$ cat config.mk
export PLATFORM = sky130hd
export DESIGN_NAME = attn_value_top
export DESIGN_NICKNAME = d
export VERILOG_FILES = /design/src/hdl/attn_pkg.sv /design/src/hdl/vector_fifo.sv /design/src/hdl/weighted_sum_pe.sv /design/src/hdl/attn_value_top.sv
export VERILOG_INCLUDE_DIRS = /design/src /design/src/hdl
export SDC_FILE = /design/constraint.sdc
export NUM_CORES = 2
export LEC_CHECK = 0
export BUFFER_PORTS_ARGS = -buffer_cell sky130_fd_sc_hd__buf_2
export CAP_MARGIN = 20
export CORE_MARGIN = 2
export CORE_UTILIZATION = 50
export CTS_CLUSTER_DIAMETER = 60
export DETAILED_ROUTE_END_ITERATION = 10
export PLACE_DENSITY = 0.72
export SLEW_MARGIN = 20
export SYNTH_ARGS = -nofsm -noshare
export SYNTH_HDL_FRONTEND = slang
export SYNTH_SLANG_ARGS = --single-unit
$ cat constraint.sdc
create_clock -name clk -period 18.3 [get_ports clk]
set_input_delay 3.66 -clock clk [delete_from_list [all_inputs] [get_ports clk]]
set_output_delay 3.66 -clock clk [all_outputs]
set_load 0.02 [all_outputs]
$ cat src/hdl/attn_defs.svh
// Attention value stage dimensions shared by the package and the RTL
`ifndef ATTN_DEFS_SVH
`define ATTN_DEFS_SVH

// Number of elements carried by one value vector
`define VEC_LANES 4

// Width of one signed value vector element
`define ELEM_W 8

// Width of one signed attention weight
`define WEIGHT_W 8

// Width of one signed accumulator lane
// Sixteen products of two 8-bit signed values need at most 20 bits
// and 24 bits leaves plenty of headroom
`define ACC_W 24

// Longest group the processing element sums over
// This is also the FIFO depth and must stay a power of two
`define MAX_SEQ_LENGTH 16

`endif

$ cat src/hdl/attn_pkg.sv
// Data types for the attention value stage covering vectors, weights and accumulators
`default_nettype none
`include "attn_defs.svh"

package attn_pkg;

    // One signed element of a value vector
    typedef logic signed [`ELEM_W-1:0] elem_t;

    // Value vector as a packed array of signed elements with lane 0 in the low bits
    typedef elem_t [`VEC_LANES-1:0] v_vector_t;

    // One signed attention weight that is applied to every lane of a vector
    typedef logic signed [`WEIGHT_W-1:0] weight_t;

    // One signed accumulator lane
    typedef logic signed [`ACC_W-1:0] acc_t;

    // Weighted sum result with one accumulator per lane
    typedef acc_t [`VEC_LANES-1:0] acc_vector_t;

    // Group length from 1 to MAX_SEQ_LENGTH
    // One extra bit so the maximum itself fits
    typedef logic [$clog2(`MAX_SEQ_LENGTH):0] seq_len_t;

endpackage

`default_nettype wire

$ cat src/hdl/vector_fifo.sv
// First-word-fall-through FIFO for a generic payload with full and empty flags
`timescale 1ns/1ps
`default_nettype none
`include "attn_defs.svh"

module vector_fifo #(
    // Item stored per entry which is a value vector or a single weight
    parameter type payload_t = attn_pkg::v_vector_t,
    // Depth of the FIFO which must be a power of two
    parameter int NUM_ENTRIES = `MAX_SEQ_LENGTH
) (
    input  wire      clk,
    input  wire      rst,

    // Producer side takes a write only while sram_ready is high
    input  wire      write_enable,
    output logic     sram_ready,
    input  payload_t write_data,

    // Consumer side sees the oldest entry on read_data whenever read_data_valid is high
    input  wire      read_enable,
    output logic     read_data_valid,
    output payload_t read_data
);

    // Index width into the storage array
    localparam int IDX_W = $clog2(NUM_ENTRIES);

    // The full test relies on the pointers wrapping exactly at the depth
    if ((1 << IDX_W) != NUM_ENTRIES) begin : g_depth_check
        $error("vector_fifo depth %0d is not a power of two", NUM_ENTRIES);
    end

    // Storage for the queued items
    payload_t mem [NUM_ENTRIES];

    // Head and tail carry one extra wrap bit above the index
    logic [IDX_W:0] head;
    logic [IDX_W:0] tail;

    logic full;
    logic empty;
    logic do_write;
    logic do_read;

    // Equal pointers mean nothing is stored
    assign empty = (head == tail);

    // Same index on opposite laps means every slot is occupied
    assign full = (head[IDX_W] != tail[IDX_W]) &&
                  (head[IDX_W-1:0] == tail[IDX_W-1:0]);

    // Status levels seen by the two sides
    assign sram_ready      = !full;
    assign read_data_valid = !empty;

    // Transfers happen only when the flags allow them
    // A write while full is dropped, a pop while empty is ignored
    assign do_write = write_enable && !full;
    assign do_read  = read_enable && !empty;

    // The head entry is visible without a read cycle
    assign read_data = mem[head[IDX_W-1:0]];

    // Pointer update
    always_ff @(posedge clk) begin
        if (rst) begin
            head <= '0;
            tail <= '0;
        end else begin
            if (do_write) begin
                tail <= tail + 1'b1;
            end
            if (do_read) begin
                head <= head + 1'b1;
            end
        end
    end

    // Storage write at the tail slot
    always_ff @(posedge clk) begin
        if (do_write) begin
            mem[tail[IDX_W-1:0]] <= write_data;
        end
    end

endmodule

`default_nettype wire

$ cat src/hdl/weighted_sum_pe.sv
// Weighted-sum processing element that accumulates weight times value per lane
`timescale 1ns/1ps
`default_nettype none
`include "attn_defs.svh"

module weighted_sum_pe (
    input  wire                   clk,
    input  wire                   rst,

    // Number of pairs in a group, sampled on the first pop of each group
    input  attn_pkg::seq_len_t    seq_len,

    // Head of the value vector FIFO
    input  wire                   v_valid,
    input  attn_pkg::v_vector_t   v_data,

    // Head of the weight FIFO
    input  wire                   w_valid,
    input  attn_pkg::weight_t     w_data,

    // Pop strobe shared by both FIFOs
    output logic                  pop,

    // One-cycle result strobe while the vector holds until the next result
    output logic                  result_valid,
    output attn_pkg::acc_vector_t result_vector
);

    // Full width of one signed product
    localparam int PROD_W = `ELEM_W + `WEIGHT_W;

    // Position inside the current group where zero means a new group starts
    attn_pkg::seq_len_t pos;

    // Group length latched on the first pop
    attn_pkg::seq_len_t len_q;

    // Length in force for the current pop and the position after it
    attn_pkg::seq_len_t eff_len;
    attn_pkg::seq_len_t next_pos;

    logic first_pair;
    logic last_pair;

    // Per lane products and their sign extended form
    logic signed [PROD_W-1:0] lane_prod [`VEC_LANES];
    attn_pkg::acc_vector_t    prod_ext;

    // Running accumulator and its value after the current pop
    attn_pkg::acc_vector_t    acc;
    attn_pkg::acc_vector_t    acc_next;

    // A pair is consumed whenever both FIFOs present data
    assign pop = v_valid && w_valid;

    // Group bookkeeping
    assign first_pair = (pos == '0);

    // On the first pair the latched length is not yet loaded, so take it live
    assign eff_len  = first_pair ? seq_len : len_q;
    assign next_pos = pos + 1'b1;

    // The pair that brings the position up to the length closes the group
    assign last_pair = (next_pos == eff_len);

    // Multiply every lane by the shared weight
    always_comb begin
        for (int i = 0; i < `VEC_LANES; i++) begin
            // Both operands signed, so the 16-bit product keeps its sign
            lane_prod[i] = $signed(v_data[i]) * $signed(w_data);
            // Widen to the accumulator lane with sign extension
            prod_ext[i]  = attn_pkg::acc_t'(lane_prod[i]);
        end
    end

    // Load the products on a group's first pair, otherwise add them
    always_comb begin
        for (int i = 0; i < `VEC_LANES; i++) begin
            if (first_pair) begin
                acc_next[i] = prod_ext[i];
            end else begin
                acc_next[i] = acc[i] + prod_ext[i];
            end
        end
    end

    // Group control and result strobe
    always_ff @(posedge clk) begin
        if (rst) begin
            pos           <= '0;
            len_q         <= '0;
            result_valid  <= 1'b0;
            result_vector <= '0;
        end else begin
            // Strobe is a single cycle unless a new result lands right behind it
            result_valid <= 1'b0;
            if (pop) begin
                if (first_pair) begin
                    len_q <= seq_len;
                end
                if (last_pair) begin
                    // Finished sum goes out and the next pop starts a new group
                    result_vector <= acc_next;
                    result_valid  <= 1'b1;
                    pos           <= '0;
                end else begin
                    pos <= next_pos;
                end
            end
        end
    end

    // Accumulator lanes
    // Each lane takes the loaded or summed value on every pop
    always_ff @(posedge clk) begin
        if (pop) begin
            acc <= acc_next;
        end
    end

endmodule

`default_nettype wire

$ cat src/hdl/attn_value_top.sv
// Attention value stage top joining the vector FIFO, weight FIFO and processing element
`timescale 1ns/1ps
`default_nettype none

module attn_value_top (
    input  wire                   clk,
    input  wire                   rst,

    // Value vector stream from the memory controller
    input  wire                   v_write_enable,
    input  attn_pkg::v_vector_t   v_write_data,
    output logic                  v_ready,

    // Attention weight stream from the memory controller
    input  wire                   w_write_enable,
    input  attn_pkg::weight_t     w_write_data,
    output logic                  w_ready,

    // Group length that changes only between groups
    input  attn_pkg::seq_len_t    seq_len,

    // Weighted sum result
    output logic                  result_valid,
    output attn_pkg::acc_vector_t result_vector
);

    // Head of the vector FIFO
    logic                v_read_valid;
    attn_pkg::v_vector_t v_read_data;

    // Head of the weight FIFO
    logic                w_read_valid;
    attn_pkg::weight_t   w_read_data;

    // A single pop strobe makes vectors and weights leave their FIFOs in lockstep
    logic                pop;

    // Value vectors wait here until their weights arrive
    vector_fifo #(
        .payload_t (attn_pkg::v_vector_t)
    ) v_fifo (
        .clk             (clk),
        .rst             (rst),
        .write_enable    (v_write_enable),
        .sram_ready      (v_ready),
        .write_data      (v_write_data),
        .read_enable     (pop),
        .read_data_valid (v_read_valid),
        .read_data       (v_read_data)
    );

    // Weights wait here until their vectors arrive
    vector_fifo #(
        .payload_t (attn_pkg::weight_t)
    ) w_fifo (
        .clk             (clk),
        .rst             (rst),
        .write_enable    (w_write_enable),
        .sram_ready      (w_ready),
        .write_data      (w_write_data),
        .read_enable     (pop),
        .read_data_valid (w_read_valid),
        .read_data       (w_read_data)
    );

    // Multiply-accumulate over each group of seq_len pairs
    weighted_sum_pe pe (
        .clk           (clk),
        .rst           (rst),
        .seq_len       (seq_len),
        .v_valid       (v_read_valid),
        .v_data        (v_read_data),
        .w_valid       (w_read_valid),
        .w_data        (w_read_data),
        .pop           (pop),
        .result_valid  (result_valid),
        .result_vector (result_vector)
    );

endmodule

`default_nettype wire

**Yosys cells after proc, flatten, opt, wreduce, memory -nomap -nowiden**

Memory sizes are Yosys's and may differ from the RTL's. A register that Yosys moved wholly into a read port is not among the register bits.
Cells that the tools add are included.
Widths: inputs -> output; s select.

- Eq/ne operators: 7
- Bitwise gates (word level): 1
- $add $sub $neg: 9
- Reductions and logical operators: 14
- Multipliers: 4
- Mux-type cells: 15

Operator list:

| operator | count |
|---|---|
| $add 24x16->24 | 4 |
| $mux 24 | 4 |
| $mul 8x8->16 | 4 |
| $add 5x1->5 const B | 5 |
| $mux 4 | 4 |
| $eq 5x5->1 | 3 |
| $mux 5 | 2 |
| $eq 4x4->1 | 2 |
| $logic_and 1x1->1 | 7 |
| $logic_not 5->1 | 1 |
| $mux 1 | 5 |
| $logic_not 1->1 | 4 |
| $ne 1x1->1 | 2 |
| $reduce_and 2->1 | 1 |
| $reduce_or 2->1 | 1 |
| $not 1->1 | 1 |

- Logic and storage cells: 67
- Memories kept: 2
- RAM bits: 640
- Register bits after elaboration: 223
- Output and inout bits: 99
- Input bits: 49

Memory list:

| memory | words | bits a word | rd ports | clocked after memory_dff | wr ports | RTL line | text |
|---|---|---|---|---|---|---|---|
| v_fifo.mem | 16 | 32 | 1 | 1 | 1 | vector_fifo.sv:35 | `payload_t mem [NUM_ENTRIES];` |
| w_fifo.mem | 16 | 8 | 1 | 1 | 1 | vector_fifo.sv:35 |  |

**Logic depth before layout (Yosys ltp)**

- Depth after elaboration: 6
- Mapped depth: 35
- Gate-level depth less buffers: 31

**Cells and area by module**

A second synthesis with hierarchy kept.

- Cells, all modules: 3599
- Area total of the unflattened synthesis: 48562.8 um^2

Modules (own cells, without submodules):

| module | cells an instance | seq. area each (um^2) | instances | area each (um^2) |
|---|---|---|---|---|
| weighted_sum_pe | 2507 | 5024.8 | 1 | 22385.2 |
| vector_fifo at v_fifo | 811 | 15655.0 | 1 | 20338.3 |
| vector_fifo at w_fifo | 281 | 4124.0 | 1 | 5839.4 |

**Least setup slack after synthesis**

OpenSTA, ideal clock, no wires.

- Kind: register to register
- From: reg with a tool-made name
- To: reg pe.result_vector[47] (netlist bit)
- Setup slack: 10.006 ns
- Path buffers: 4
- Clock period less this slack: 8.294 ns
- Setup time: 0.117 ns
- Required time: 18.183 ns
- Stages on the path, launching flop included: 32
- Arrival: 8.177 ns
- Cell sequence: dfxtp_1 -> buf_2 -> buf_2 -> buf_2 -> buf_2 -> mux4_2 -> mux2i_1 -> nand2_1 -> o21ai_0 -> nor2_1 -> fa_1 -> fa_1 -> fa_1 -> inv_1 -> fa_1 -> inv_1 -> ha_1 -> nand2_1 -> o21ai_0 -> a211o_1 -> nand2_1 -> xnor2_1 -> ha_1 -> a21o_1 -> a21o_1 -> a21oi_1 -> o2bb2ai_1 -> a2111oi_0 -> nor3_1 -> a211o_1 -> xor2_1 -> a22o_1

RTL lines:

| item | RTL line | text |
|---|---|---|
| end signal: assignment | weighted_sum_pe.sv:103 | `result_vector <= acc_next;` |
| end: declaration | weighted_sum_pe.sv:26 | `output attn_pkg::acc_vector_t result_vector` |

==> flow_metrics.tcl <==
set metrics [dict create \
    synth.yosys.seq_area_share_pct 52.2 \
    grtUsageTotal_pct 21.8 \
    path_delay_family "adder cells" \
    multiInputGateArea_um2 20900 \
    holdPathStages 2 \
    ant_nets 0 \
    criticalPathCategory "flop to flop" \
    synth_common_cells "edfxtp_1 (736), nor2_1 (392), inv_1 (371)" \
    max-slew-margin-rel_pct 28.3 \
    synth.distinct_cells 69 \
    htreeDepth 3 \
    slowest_stage "o21ai_1" \
    tns_ps 0 \
    ys_ff_latch 871 \
    syn_inst 3662 \
    status "completed" \
    final_nets 4321 \
    cts_setup_buffers 0 \
    grt_pass1_vias 28700 \
    cp.depth 27 \
    cts.sinks 871 \
    drtIter0Drc 2459 \
    drive_above_1_share_pct 15.7 \
    rrSetupSlack_ps 8340 \
    route.met3.wl_mm 6.85 \
    gp_congestion 0.848 \
    min_path_type "flop to flop" \
    fin_crit_sh_pct 54.5 \
    synthTopCellsByArea "edfxtp_1 (47%), fa_1 (9.4%), mux4_2 (8.0%), ha_1 (6.0%), dfxtp_1 (5.7%)" \
    cts_tree "yes" \
    dr_wl_met2_mm 49.8 \
    clock_path_buffers 3 \
    rsz0062_at_grt "no" \
    viasPerCell 5.59 \
    via_count 28900 \
    syn_nets 4163 \
    syn_to_final_growth_pct 11.6 \
    hold_viol_final 0 \
    yosysTopAreaCellShare_pct 46.5 \
    critPathRequiredTime_ps 18840 \
    post_drt_wl_per_cell_um 20.4 \
    grt_pass1_wl_mm 165 \
    drtPass1Iterations 5 \
    startpoint_type "flop" \
    critical_path_buf_inv_count 5 \
    reg2reg_depth 27 \
    synth_largest_area_cell "edfxtp_1" \
    fin_crit_ps 9960 \
    r2r-end "pe.result_vector[95]" \
    pin_count 148 \
    clk_pin_slew_worst_paths_ps 60 \
    cts_made_buffers 96 \
    yosys_warnings 0 \
    ys_async_sr_fraction_pct 0 \
    fp-row-count 113 \
    synth_edf_count 736 \
    hpwl_mm 68.4 \
    ys.flop_type "edfxtp_1" \
    cap_viol_max_count 0 \
    die_h_um 312 \
    ctsResizeCount 0 \
    grt_max_degree 87 \
    cts-root-buf "clkbuf_16" \
    tightestPinTransition_ps 1070 \
    die_area_um2 97500 \
    n_fill_cell 7546 \
    wirelength_mm 106 \
    hold_buffers 0 \
    grt_antenna_before_repair 10 \
    clock_skew_ps 45.5 \
    syn_avg_cell_area_um2 13.0 \
    yosysMostFrequentCell "edfxtp_1" \
    grt-ovfl-total 0 \
    holdPathEnd "pe.result_vector[32]" \
    fmax_mhz 100 \
    routedLengthMet1_mm 46.1 \
    io_buffer_count 147 \
    cp_common_cell "fa_1" \
    routed.top_layer "met5" \
    core_um2 94600 \
    max_stage_delay_ps 810 \
    die_w_um 312 \
    syn-cell-area_um2 47500 \
    setup_violations 0 \
    slew_violations 0 \
    worstPathArrival_ps 10500 \
    drc 0 \
    endpoint_kind "flop" \
    crit_fanout 38 \
    seq_area_um2 24800 \
    insertion_delay_ps 680 \
    start_util_pct 50.2 \
    worstHoldStart "pe.result_vector[32]" \
]
how the worst max path moves through the flow:
stage	end	start
detailed placement	pe.result_vector[95]	flop
floorplan	pe.result_vector[47]	flop
global placement	pe.result_vector[95]	flop
CTS	pe.result_vector[95]	flop
finish	pe.result_vector[95]	flop
global route	pe.result_vector[95]	flop
kinds of logic after synthesis:
logic type	synth area share [%]
compound gates	6.10
flops	52.2
simple gates	8.76
xor+xnor	3.26
mux	10.0
buf+inv	4.19
fa+ha+maj	15.5
registers in the layout, summed over array words and instances (netlist names), named ones only:
register,flops
w_fifo.mem,128
pe.result_valid,1
pe.result_vector,96
w_fifo.tail,5
pe.pos,5
v_fifo.tail,5
v_fifo.mem,512
v_fifo.head,5
pe.acc,96
w_fifo.head,5
pe.len_q,5
cell type report:
type / count / area share, %
tap: 1265 / 2.99
timing repair buffer: 203 / 2.19
clock buffer: 118 / 4.82
clock inverter: 62 / 1.20
sequential: 871 / 46.8
inverter: 372 / 2.63
multi-input combinational: 2276 / 39.3
antenna: 4 / 0.0189
worst min-delay path: stages (launching register included):
cell	delay, ps
dfxtp_1	310
nand2_1	50
a21oi_1	50
cells in the final DEF, fill, tap and decap left out, drive strengths merged, types with 15 or more instances in the layout:
cell type / Yosys / layout
a211oi: 27 / 27
a21o: 51 / 51
a21oi: 122 / 122
a31oi: 21 / 21
buf: 57 / 203
clkbuf: 86 / 118
clkinv: 1 / 37
dfxtp: 135 / 135
edfxtp: 736 / 736
fa: 224 / 224
ha: 228 / 228
inv: 371 / 383
mux2: 41 / 41
mux2i: 48 / 48
mux4: 169 / 169
nand2: 250 / 250
nand2b: 40 / 40
nand3: 35 / 35
nand4: 16 / 16
nor2: 392 / 392
nor2b: 42 / 42
nor3: 86 / 86
o21a: 23 / 23
o21ai: 104 / 104
o21bai: 28 / 28
or3: 15 / 15
xnor2: 116 / 116
xor2: 61 / 61
routing by layer:
metal / vias to the layer above / global-route usage, %
met5: - / 0
met4: 8 / 6.76
met3: 182 / 4.38
met2: 885 / 35.1
met1: 14500 / 30.0
li1: 13400 / -
per-stage QoR:
| step | worst slack [ps] | util [%] | cells | cell area [um2] | hold slack [ps] |
|---|---|---|---|---|---|
| floorplan | 10010 | - | 3662 | 47500 | 436 |
| global placement | 8500 | 52.7 | 4987 | 49800 | 443 |
| detailed placement | 8270 | 52.7 | 4987 | 49800 | 446 |
| CTS | 8200 | 56.0 | 5167 | 53000 | 454 |
| global route | 7590 | 56.0 | 5171 | 53000 | 463 |
| finish | 8340 | 56.0 | 5171 | 53000 | 452 |
Power is left out: the tool's default activity adds up to more than one toggle a clock period on the data nets, which glitch-free logic cannot reach.
